File: src/hdl/v2t_cfg_pkg.sv
/*
 * V2T channel configuration
 * Widths of the input code, discharge level, current control word and
 * result counter, plus the default gain, threshold and offset used by
 * the channel top level.
 */

package v2t_cfg_pkg;

    ////////////////////////////////////////////////////////////
    // code and level widths
    ////////////////////////////////////////////////////////////

    localparam int vin_width   = 8;                 // sampled input code
    localparam int level_width = 12;                // discharge level, holds vin*gain>>shift
    localparam int gain_shift  = 2;                 // right shift after the gain multiply

    ////////////////////////////////////////////////////////////
    // current control word
    ////////////////////////////////////////////////////////////

    localparam int nv2t      = 4;                   // log2 of control word width
    localparam int ctl_width = 2 ** nv2t;           // thermometer bits, one per unit source

    ////////////////////////////////////////////////////////////
    // time-to-digital counter
    ////////////////////////////////////////////////////////////

    localparam int tdc_width = 10;                  // result width, saturates at all ones

    // top-level parameter defaults
    localparam int default_gain   = 5;              // hold gain before the shift
    localparam int default_vlth   = 64;             // comparator threshold in level codes
    localparam int default_offset = 3;              // fixed comparator delay in cycles

endpackage

File: src/hdl/v2t_therm_pkg.sv
/*
 * Thermometer code helpers
 * The ramp step is the number of enabled unit current sources, i.e. the
 * popcount of the control word. A proper thermometer code has its ones
 * packed from bit 0 upward with no gaps.
 */

package v2t_therm_pkg;

    localparam int step_width = v2t_cfg_pkg::nv2t + 1; // 0 .. ctl_width ones

    ////////////////////////////////////////////////////////////
    // step_of
    ////////////////////////////////////////////////////////////

    function automatic logic [step_width-1:0] step_of(
        input logic [v2t_cfg_pkg::ctl_width-1:0] ctl
    );
        logic [step_width-1:0] ones;                // running popcount
        ones = '0;
        for (int i = 0; i < v2t_cfg_pkg::ctl_width; i++) begin
            ones = ones + step_width'(ctl[i]);      // one unit source per set bit
        end
        return ones;
    endfunction

    ////////////////////////////////////////////////////////////
    // therm_valid
    ////////////////////////////////////////////////////////////

    // ones packed from bit 0 means ctl+1 is a single bit above the run,
    // so the AND is empty; all ones wraps to zero and all zeros is valid too
    function automatic logic therm_valid(
        input logic [v2t_cfg_pkg::ctl_width-1:0] ctl
    );
        logic [v2t_cfg_pkg::ctl_width-1:0] nxt;     // ctl plus one, same width
        nxt = ctl + 1'b1;
        return ((ctl & nxt) == '0);
    endfunction

endpackage

File: src/hdl/v2t_sample_hold.sv
/*
 * V2T sample and hold
 * Captures the input code on the sample strobe, then scales it by the
 * hold gain into the discharge level seen by the ramp engine. The level
 * is valid one cycle after the sample and holds until the next one.
 */

module v2t_sample_hold #(
    parameter int gain = v2t_cfg_pkg::default_gain  // hold gain
) (
    input  logic                                clk_v2t_lb, // conversion clock
    input  logic                                rst,        // sync, active high
    input  logic                                sample,     // one-cycle sample strobe
    input  logic [v2t_cfg_pkg::vin_width-1:0]   vin,        // input code
    output logic [v2t_cfg_pkg::level_width-1:0] level       // scaled discharge level
);

    localparam int vw = v2t_cfg_pkg::vin_width;
    localparam int sh = v2t_cfg_pkg::gain_shift;
    localparam int pw = v2t_cfg_pkg::level_width + sh;  // product before the shift

    logic [vw-1:0] vin_q;       // held input code
    logic          sample_d;    // sample strobe one cycle late
    logic [pw-1:0] prod;        // vin_q times gain

    ////////////////////////////////////////////////////////////
    // input switch
    ////////////////////////////////////////////////////////////

    always_ff @(posedge clk_v2t_lb) begin
        if (sample) begin
            vin_q <= vin;                           // hold cap tracks vin only on sample
        end
    end

    ////////////////////////////////////////////////////////////
    // gain and shift
    ////////////////////////////////////////////////////////////

    assign prod = pw'(vin_q) * pw'(gain);          // fits, level_width covers max code

    always_ff @(posedge clk_v2t_lb) begin
        if (rst) begin
            sample_d <= 1'b0;
            level    <= '0;                         // empty cap after reset
        end else begin
            sample_d <= sample;
            if (sample_d) begin
                level <= prod[pw-1:sh];             // drop the fractional bits
            end
        end
    end

endmodule

File: src/hdl/v2t_ramp.sv
/*
 * V2T ramp-down engine
 * Loads the held level on start and discharges it by the thermometer
 * step each cycle until it reaches the threshold. After a fixed offset
 * delay the output pulse rises and stays high until the next start or
 * precharge. Precharge overrides everything and clears the pulse.
 */

module v2t_ramp #(
    parameter int vlth   = v2t_cfg_pkg::default_vlth,   // threshold level
    parameter int offset = v2t_cfg_pkg::default_offset  // comparator delay, cycles
) (
    input  logic                                clk_v2t_lb, // conversion clock
    input  logic                                rst,        // sync, active high
    input  logic                                start,      // one-cycle ramp start
    input  logic                                precharge,  // level, abandons the ramp
    input  logic [v2t_cfg_pkg::ctl_width-1:0]   ctl,        // thermometer current control
    input  logic [v2t_cfg_pkg::level_width-1:0] level,      // held discharge level
    output logic                                v2t_out     // output pulse
);

    localparam int lw = v2t_cfg_pkg::level_width;
    localparam int sw = v2t_therm_pkg::step_width;
    localparam int dw = (offset > 1) ? $clog2(offset) : 1;  // delay counter width

    localparam logic [1:0] st_idle  = 2'd0;     // waiting for start
    localparam logic [1:0] st_ramp  = 2'd1;     // discharging
    localparam logic [1:0] st_delay = 2'd2;     // comparator offset delay
    localparam logic [1:0] st_fired = 2'd3;     // pulse high

    localparam logic [lw-1:0] vlth_lvl = lw'(vlth);
    localparam logic [dw-1:0] dly_load = dw'((offset > 0) ? offset - 1 : 0);

    logic [1:0]    state;       // ramp FSM
    logic [lw-1:0] work;        // discharging level
    logic [dw-1:0] dly_cnt;     // remaining delay cycles
    logic [sw-1:0] step;        // current for this cycle
    logic [lw-1:0] step_ext;    // step at level width
    logic [lw-1:0] work_next;   // level after one step
    logic          above;       // level still above threshold

    ////////////////////////////////////////////////////////////
    // discharge step
    ////////////////////////////////////////////////////////////

    // a malformed control word steers no current
    assign step      = v2t_therm_pkg::therm_valid(ctl) ? v2t_therm_pkg::step_of(ctl) : '0;
    assign step_ext  = {{(lw - sw){1'b0}}, step};
    assign work_next = (work > step_ext) ? work - step_ext : '0;  // floor at zero
    assign above     = (work > vlth_lvl);

    always_ff @(posedge clk_v2t_lb) begin
        if (start) begin
            work <= level;                          // flip cap onto the ramp node
        end else if (state == st_ramp && above) begin
            work <= work_next;
        end
    end

    ////////////////////////////////////////////////////////////
    // FSM and pulse
    ////////////////////////////////////////////////////////////

    always_ff @(posedge clk_v2t_lb) begin
        if (rst) begin
            state   <= st_idle;
            v2t_out <= 1'b0;
            dly_cnt <= '0;
        end else if (precharge) begin
            state   <= st_idle;                     // node pulled back up
            v2t_out <= 1'b0;
        end else if (start) begin
            state   <= st_ramp;                     // restart also lands here
            v2t_out <= 1'b0;
        end else begin
            case (state)
                st_ramp: begin
                    if (step_ext != '0 && !above) begin   // zero current never crosses
                        if (offset == 0) begin
                            state   <= st_fired;
                            v2t_out <= 1'b1;
                        end else begin
                            state   <= st_delay;
                            dly_cnt <= dly_load;
                        end
                    end
                end
                st_delay: begin
                    if (dly_cnt == '0) begin
                        state   <= st_fired;
                        v2t_out <= 1'b1;            // comparator output edge
                    end else begin
                        dly_cnt <= dly_cnt - 1'b1;
                    end
                end
                default: ;                          // idle and fired hold
            endcase
        end
    end

endmodule

File: src/hdl/v2t_tdc.sv
/*
 * V2T time-to-digital counter
 * Clears on start and counts cycles until the pulse edge is seen. The
 * count then freezes into result and done pulses for one cycle. If the
 * count saturates first, result holds the maximum with overflow set.
 */

module v2t_tdc (
    input  logic                              clk_v2t_lb, // conversion clock
    input  logic                              rst,        // sync, active high
    input  logic                              start,      // one-cycle conversion start
    input  logic                              v2t_out,    // pulse from the ramp
    output logic [v2t_cfg_pkg::tdc_width-1:0] result,     // measured cycles
    output logic                              overflow,   // result saturated
    output logic                              done        // one-cycle result strobe
);

    localparam int tw = v2t_cfg_pkg::tdc_width;
    localparam logic [tw-1:0] cnt_max = '1;

    logic          busy;        // conversion in flight
    logic          start_d;     // first cycle after start
    logic          v2t_d;       // pulse one cycle late
    logic          rise;        // pulse edge
    logic          sat;         // counter at maximum
    logic          counting;    // advance the counter this cycle
    logic [tw-1:0] cnt;         // running count

    ////////////////////////////////////////////////////////////
    // edge detect and count enable
    ////////////////////////////////////////////////////////////

    assign rise     = v2t_out & ~v2t_d;
    assign sat      = (cnt == cnt_max);
    // skip the cycle after start so the count excludes the pulse edge cycle
    assign counting = busy & ~start_d & ~start;

    always_ff @(posedge clk_v2t_lb) begin
        if (rst) begin
            busy     <= 1'b0;
            start_d  <= 1'b0;
            v2t_d    <= 1'b0;
            overflow <= 1'b0;
            done     <= 1'b0;
        end else begin
            v2t_d   <= v2t_out;
            start_d <= start;
            done    <= 1'b0;                        // pulse only
            if (start) begin
                busy     <= 1'b1;
                overflow <= 1'b0;
            end else if (busy && sat) begin         // saturation wins a tie with the edge
                busy     <= 1'b0;
                overflow <= 1'b1;
                done     <= 1'b1;
            end else if (busy && rise) begin
                busy <= 1'b0;
                done <= 1'b1;
            end
        end
    end

    ////////////////////////////////////////////////////////////
    // counter and result
    ////////////////////////////////////////////////////////////

    always_ff @(posedge clk_v2t_lb) begin
        if (start) begin
            cnt <= '0;
        end else if (counting && !rise && !sat) begin
            cnt <= cnt + 1'b1;
        end
        if (busy && !start && (rise || sat)) begin
            result <= cnt;                          // frozen until next conversion
        end
    end

endmodule

File: src/hdl/v2t_channel.sv
/*
 * V2T channel top level
 * Sample-hold, ramp-down engine and time-to-digital counter for one
 * single-ended channel. Gain, threshold and offset are set here and
 * passed down.
 */

module v2t_channel #(
    parameter int gain   = v2t_cfg_pkg::default_gain,   // hold gain
    parameter int vlth   = v2t_cfg_pkg::default_vlth,   // ramp threshold
    parameter int offset = v2t_cfg_pkg::default_offset  // comparator delay
) (
    input  logic                              clk_v2t_lb, // conversion clock
    input  logic                              rst,        // sync, active high
    input  logic                              sample,     // sample strobe
    input  logic [v2t_cfg_pkg::vin_width-1:0] vin,        // input code
    input  logic                              start,      // ramp start strobe
    input  logic                              precharge,  // precharge level
    input  logic [v2t_cfg_pkg::ctl_width-1:0] ctl,        // thermometer current word
    output logic                              v2t_out,    // output pulse
    output logic [v2t_cfg_pkg::tdc_width-1:0] result,     // measured cycles
    output logic                              overflow,   // result saturated
    output logic                              done        // result strobe
);

    logic [v2t_cfg_pkg::level_width-1:0] level;    // held discharge level

    v2t_sample_hold #(
        .gain       (gain)
    ) sample_hold_i (
        .clk_v2t_lb (clk_v2t_lb),
        .rst        (rst),
        .sample     (sample),
        .vin        (vin),
        .level      (level)
    );

    v2t_ramp #(
        .vlth       (vlth),
        .offset     (offset)
    ) ramp_i (
        .clk_v2t_lb (clk_v2t_lb),
        .rst        (rst),
        .start      (start),                        // shared with the counter
        .precharge  (precharge),
        .ctl        (ctl),
        .level      (level),
        .v2t_out    (v2t_out)
    );

    v2t_tdc tdc_i (
        .clk_v2t_lb (clk_v2t_lb),
        .rst        (rst),
        .start      (start),
        .v2t_out    (v2t_out),                      // stop event
        .result     (result),
        .overflow   (overflow),
        .done       (done)
    );

endmodule

File: config.mk
export PLATFORM = sky130hd
export DESIGN_NAME = v2t_channel
export DESIGN_NICKNAME = d
export VERILOG_FILES = /design/src/hdl/v2t_cfg_pkg.sv /design/src/hdl/v2t_therm_pkg.sv /design/src/hdl/v2t_sample_hold.sv /design/src/hdl/v2t_ramp.sv /design/src/hdl/v2t_tdc.sv /design/src/hdl/v2t_channel.sv
export SDC_FILE = /design/constraint.sdc
export NUM_CORES = 1
export LEC_CHECK = 0
export ABC_CLOCK_PERIOD_IN_PS = 12810
export BUFFER_PORTS_ARGS = -buffer_cell sky130_fd_sc_hd__buf_4
export CAP_MARGIN = 5
export CORE_MARGIN = 2
export CORE_UTILIZATION = 38
export CTS_CLUSTER_SIZE = 8
export DETAILED_ROUTE_END_ITERATION = 16
export GPL_TIMING_DRIVEN = 0
export SLEW_MARGIN = 10
export SYNTH_ARGS = -nofsm -noshare
export SYNTH_HDL_FRONTEND = slang
export SYNTH_SLANG_ARGS = --single-unit
File: constraint.sdc
create_clock -name clk_v2t_lb -period 12.81 [get_ports clk_v2t_lb]
set_input_delay 2.562 -clock clk_v2t_lb [delete_from_list [all_inputs] [get_ports clk_v2t_lb]]
set_output_delay 2.562 -clock clk_v2t_lb [all_outputs]
set_load 0.01 [all_outputs]
# --- After elaboration in Yosys (flattened, before gate mapping) ---
# Cells that the tools add are included.
totals:
  reg_bits: 60
  word_cells: 96
op_classes:
  reduce_logical: 27
  bitwise_logic: 8
  eq_ne: 8
  mul: 1
  order_cmp: 2
  n_mux: 15
  n_addsub: 19
ops:
  columns: ["op", "n"]
  rows:
  - ["$add 5x1->5", 14]
  - ["$mux 12", 2]
  - ["$add 16x1->16 const B", 1]
  - ["$and 16x16->16", 1]
  - ["$logic_not 16->1", 1]
  - ["$gt 12x5->1", 1]
  - ["$gt 12x7->1 const B", 1]
  - ["$reduce_bool 12->1", 1]
  - ["$sub 12x5->12", 1]
  - ["$mul 8x3->11 const B", 1]
  - ["$add 10x1->10 const B", 1]
  - ["$eq 10x10->1 const B", 1]
  - ["$mux 9", 1]
  - ["$logic_and 1x1->1", 8]
  - ["$pmux 2 s2", 2]
  - ["$mux 1", 6]
  - ["$mux 2", 3]
  - ["$reduce_and 3->1", 2]
  - ["$reduce_bool 3->1", 2]
  - ["$mux 5", 1]
  - ["$reduce_and 5->1", 1]
  - ["$logic_not 1->1", 4]
  - ["$ne 2x2->1 const B", 2]
  - ["$not 1->1", 4]
  - ["other kinds (14)", 18]

# --- Depth between registers and ports, before layout ---
depth:
  depth_word: 21
  ltp_mapped: 22
  depth_no_buf: 21

# --- Modules after synthesis ---
# A second synthesis with hierarchy kept.
unflattened:
  hier_cells: 369
  hier_area_um2: 3694.8
by_module_without_submodules:
  columns: ["module", "cells_each", "instances", "seq_area_each_um2", "area_each_um2"]
  rows:
  - ["v2t_ramp", 205, 1, 460.4, 1751.7]
  - ["v2t_tdc", 82, 1, 600.6, 988.4]
  - ["v2t_sample_hold", 82, 1, 440.4, 954.7]

# --- Worst setup path before layout ---
# No wires, ideal clock.
synth_timing:
  path_kind: "input -> register"
  from: "input port ctl[0] in the netlist's numbering"
  to: "register ramp_i.work[11] (data pin)"
  path_slack_ns: 5.052
  arrival_ns: 7.495
  path_buffers: 0
  required_ns: 12.547
  cell_stages: 17
  cell_sequence: "inv_1 -> ha_1 -> fa_1 -> fa_1 -> fa_1 -> fa_1 -> fa_1 -> fa_1 -> or2b_1 -> ha_1 -> nor2b_1 -> o21ai_0 -> a21boi_1 -> o21ai_0 -> or4bb_1 -> xor2_1 -> nor2_1"
synth_via:
  elab_chain_cells: 19
  word_cells_on_any_way: 23
synth_lines:
  columns: ["item", "line", "source"]
  rows:
  - ["start: declaration", "v2t_channel.sv:19", "input logic [v2t_cfg_pkg::ctl_width-1:0] ctl,"]
  - ["$add 1x1->2", "v2t_therm_pkg.sv:22", "ones = ones + step_width'(ctl[i]);"]
  - ["$add 5x1->5 (14 in a row)", "v2t_therm_pkg.sv:22", null]
  - ["$mux 5 (*)", "v2t_ramp.sv:47", "assign step = v2t_therm_pkg::therm_valid(ctl) ? v2t_therm_pkg::step_of(ctl) : '0;"]
  - ["$sub 12x5->12 or $gt 12x5->1 (tied branches)", "v2t_ramp.sv:49", "assign work_next = (work > step_ext) ? work - step_ext : '0;"]
  - ["$mux 12 (*)", "v2t_ramp.sv:49", null]
  - ["$mux 12 (*)", "v2t_ramp.sv:55", "end else if (state == st_ramp && above) begin"]
  - ["end signal: assignment", "v2t_ramp.sv:54", "work <= level;"]
  - ["end signal: assignment", "v2t_ramp.sv:56", "work <= work_next;"]
  - ["end: declaration", "v2t_ramp.sv:35", "logic [lw-1:0] work;"]
# Every way passes the cells marked *; elsewhere a longest branch is shown, timed or not. The select of a mux whose other input is x is not followed.
# A chain may end at the register's enable or synchronous reset.

# --- Worst setup path in the final report ---
layout_timing:
  from: "input port ctl[0] in the netlist's numbering"
  to: "register ramp_i.work[5] (data pin)"
layout_via:
  elab_chain_cells: 20
  word_cells_on_any_way: 24
layout_lines:
  columns: ["item", "line", "source"]
  rows:
  - ["$add 1x1->2", "v2t_therm_pkg.sv:22", null]
  - ["$add 5x1->5 (14 in a row)", "v2t_therm_pkg.sv:22", null]
  - ["$mux 5 (*)", "v2t_ramp.sv:47", null]
  - ["$sub 12x5->12 or $gt 12x5->1 (tied branches)", "v2t_ramp.sv:49", null]
  - ["$mux 12 (*)", "v2t_ramp.sv:49", null]
  - ["$mux 12 (*)", "v2t_ramp.sv:55", null]
  - ["$mux 9 (*)", "v2t_ramp.sv:53", "if (start) begin"]
# Marks and branches as above.

==> metrics.csv <==
stage;metric;value;unit
routing;Post-route DRC;0;
run;Max-Cap Viols;0;
worst_setup_path;Worst R2R Path Depth;12;
sta;hold slack;0.477;ns
worst_setup_path;Data required, critical path;12.88;ns
power;Pwr per Cell Area;127;nW/µm²
cells_and_area;layout cells sized above 1;0.150;
status;status;finished clean;
clock_network;Post-CTS Setup Bufs;0;
die;core outline area;8810;µm²
placement;DPL Wire Length;5050;µm
global_route;largest net degree at the start of global routing;12;
sta;fin worst setup slack;4.83;ns
routing;total number of vias;2552;
synthesis;Net Count, Synth;412;
sta;Fin. Hold Viols;0;
worst_setup_path;Worst Setup SP;ctl[0];
die;Starting Density;0.395;
clock_network;H-tree Lvls;3;
placement;Placer Congestion;0.840;
synthesis;Synth async-reset ratio;0;
cells_and_area;Final nets;463;
clock_network;Max Root-Sink Buffers;2;
die;Die Y;99.7;µm
worst_setup_path;R2R setup slack;10.02;ns
synthesis;Syn Area/Cell;10.1;µm²
worst_setup_path;terminus of the critical flop-to-flop path;ramp_i.work[5];
global_route;total global routing overflow;0;
hold_path;hold_sp;ramp_i.dly_cnt[1];
sta;max_slew headroom;0.465;
clock_network;hold_buf cts;0;
cells_and_area;synthesis-to-layout area growth;17.8;%
routing;via/cell ratio;5.03;
clock_network;CTS sink cnt;60;
sta;fmax;125;MHz
synthesis;Yosys reg bits;60;
sta;Setup TNS;0;ns
cells_and_area;final cell count without fillers;507;
synthesis;most area-consuming cells after synthesis;edfxtp_1, dfxtp_1, ha_1;
power;Leakage;0.00166;µW
sta;RSZ-0062 raised after global routing;no;
power;maximum vdd ir drop;0.0650;mV
sta;fin crit period;7.98;ns
clock_network;CTS resizes;0;
sta;Worst Tran Pin Value;0.800;ns
global_route;GRT Total Usage;0.142;
placement;placed cell count;491;
sta;final clock skew;0.00472;ns
die;Top Ports;42;
worst_setup_path;WP data arrival;8.04;ns
synthesis;EDFF count, synth;30;
power;Design Power;519;µW
sta;Final Slew Violations;0;
synthesis;share of the synthesized area in the top cell type;0.259;
global_route;antenna violations before repair;0;
synthesis;synth unique cells;51;
hold_path;Worst Hold Path EP;ramp_i.dly_cnt[1];
clock_network;clk_lat worst skew;0.34;ns
global_route;vias in the first global route;2504;
die;Site Rows;34;
synthesis;post-synthesis sequential area ratio;0.432;
synthesis;synth warn;0;
synthesis;Main synth FF type;edfxtp_1;
worst_setup_path;CP Launch Type;primary input;
worst_setup_path;critical path endpoint category;register;
hold_path;Hold/Removal Path Class;register to register;
routing;drt pass-1 iters;4;
worst_setup_path;worst r2r src;ramp_i.work[0];
worst_setup_path;CP max FO;10;
global_route;first-pass GRT wire length;11200;µm
hold_path;hold path depth;2;
placement;port bufs;39;
sta;final setup fails;0;
routing;DRT iter0 DRCs;82;
routing;drt wl/cell;12.6;µm
clock_network;CTS Buf Count;9;
die;Die X;99.7;µm
sta;fin crit share;0.623;
synthesis;Gate Count Post-Synth;343;
die;Die ar.;9930;µm²
clock_network;CTS root buf;clkbuf_8;
routing;post-detailed-route count of antenna-violating nets;0;
synthesis;mapped cell area;3480;µm²
placement;Post-Place Setup Slack;4.45;ns
clock_network;CTS tree;done;
routing;Detailed Route WL;6370;µm
synthesis;Yosys top cell by area;edfxtp_1;
cells_and_area;Inserted Diodes;0;
clock_network;Worst-path clk slew;0.07;ns
worst_setup_path;critical path type;primary input to register;
-- per-stage QoR --
stage                     utilization  instance area, µm²
after floorplan                     -                3480
after global placement          0.443                3910
after detailed placement        0.445                3920
after CTS                       0.465                4100
after global routing            0.465                4100
final                           0.465                4100
-- cell families (layout without fill, tap and decap cells) --
logic type                 count (synthesis)  count (layout)  share of synthesized area
AOI/OAI and AO/OA                         63              63                      0.115
xor gates and xnor gates                  21              21                     0.0529
DFF                                       60              60                      0.432
adders and majority gates                 40              40                      0.170
muxes                                      9               9                     0.0259
buffers and inverters                     44             100                     0.0475
and+or+nand+nor                          106             106                      0.157
-- flip-flops by register name, summed over array words and instances, names as in the netlist --
| name | flops |
|---|---|
| ramp_i.dly_cnt | 2 |
| tdc_i.busy | 1 |
| sample_hold_i.level | 9 |
| ramp_i.state | 2 |
| ramp_i.v2t_out | 1 |
| tdc_i.result | 10 |
| sample_hold_i.sample_d | 1 |
| sample_hold_i.vin_q | 8 |
| tdc_i.start_d | 1 |
| tdc_i.v2t_d | 1 |
| tdc_i.overflow | 1 |
| ramp_i.work | 12 |
| tdc_i.done | 1 |
| tdc_i.cnt | 10 |
-- final cells by class --
type / count / area, µm²
flip-flops and latches: 60 / 1500
well taps: 108 / 135
inverters: 37 / 139
clock buffers: 12 / 156
plain buffers: 7 / 26.3
clock inverters: 4 / 23.8
fillers: 865 / 4710
multi-input cells: 239 / 1810
repair buffers: 40 / 304
-- worst max path at each step --
stage | to | slack, ns | cells after the start
final | ramp_i.work[5] | 4.83 | 19
after global routing | ramp_i.work[8] | 4.42 | 19
after CTS | ramp_i.work[5] | 4.79 | 19
after detailed placement | ramp_i.work[2] | 4.45 | 19
after global placement | ramp_i.work[2] | 4.50 | 19
after floorplan | ramp_i.work[11] | 5.05 | 17
-- critical path: stages --
cell      delay (ns)
buf_4           0.10
inv_1           0.04
ha_1            0.31
fa_1            0.48
fa_1            0.50
fa_1            0.53
fa_1            0.42
fa_1            0.42
fa_1            0.48
or2b_1          0.28
fa_1            0.44
nand2_1         0.09
nand2_1         0.05
a21oi_1         0.21
o21ai_0         0.23
o21ai_0         0.16
a31o_2          0.19
clkbuf_1        0.36
o21ai_0         0.16
-- synth_stat cells, drive strengths merged (2+ instances only) --
library cell and number:
nor3 7, nand4 4, xnor2 13, xor2 8, nand4b 2, nor2b 14, a21oi 18, a211oi 3
o211ai 2, edfxtp 30, nand3 4, mux2i 9, nor2 29, dfxtp 30, ha 28, clkbuf 7
inv 37, nand2 28, o21ai 22, fa 12, a31oi 2, nor4 2, o21bai 2, and3 3
or3 4, a21o 2
-- cells in the final DEF, fill, tap and decap left out, drive strengths merged, types with 2 or more instances in the layout --
cell	n
a211oi	3
a21o	2
a21oi	18
a31oi	2
and3	3
buf	40
clkbuf	19
clkinv	4
dfxtp	30
edfxtp	30
fa	12
ha	28
inv	37
mux2i	9
nand2	28
nand3	4
nand4	4
nand4b	2
nor2	29
nor2b	14
nor3	7
nor4	2
o211ai	2
o21ai	22
o21bai	2
or3	4
xnor2	13
xor2	8
-- metal layers --
metal / GRT usage / share of wire / vias up
met1: 0.184 / 0.49 / 1199
met4: 0.0453 / 0.018 / 0
met3: 0.0499 / 0.037 / 16
li1: - / - / 1290
met2: 0.223 / 0.46 / 47
met5: 0 / 0 / -
-- power breakdown --
group / switching, µW / leakage, µW / total, µW / internal (µW)
sequential: 8.68 / 0.000531 / 223 / 215
clock: 71.9 / 0.0000952 / 153 / 81.3
combinational: 76.0 / 0.00103 / 143 / 66.5
total: 157 / 0.00166 / 519 / 363
(Power assumes the default switching activity.)
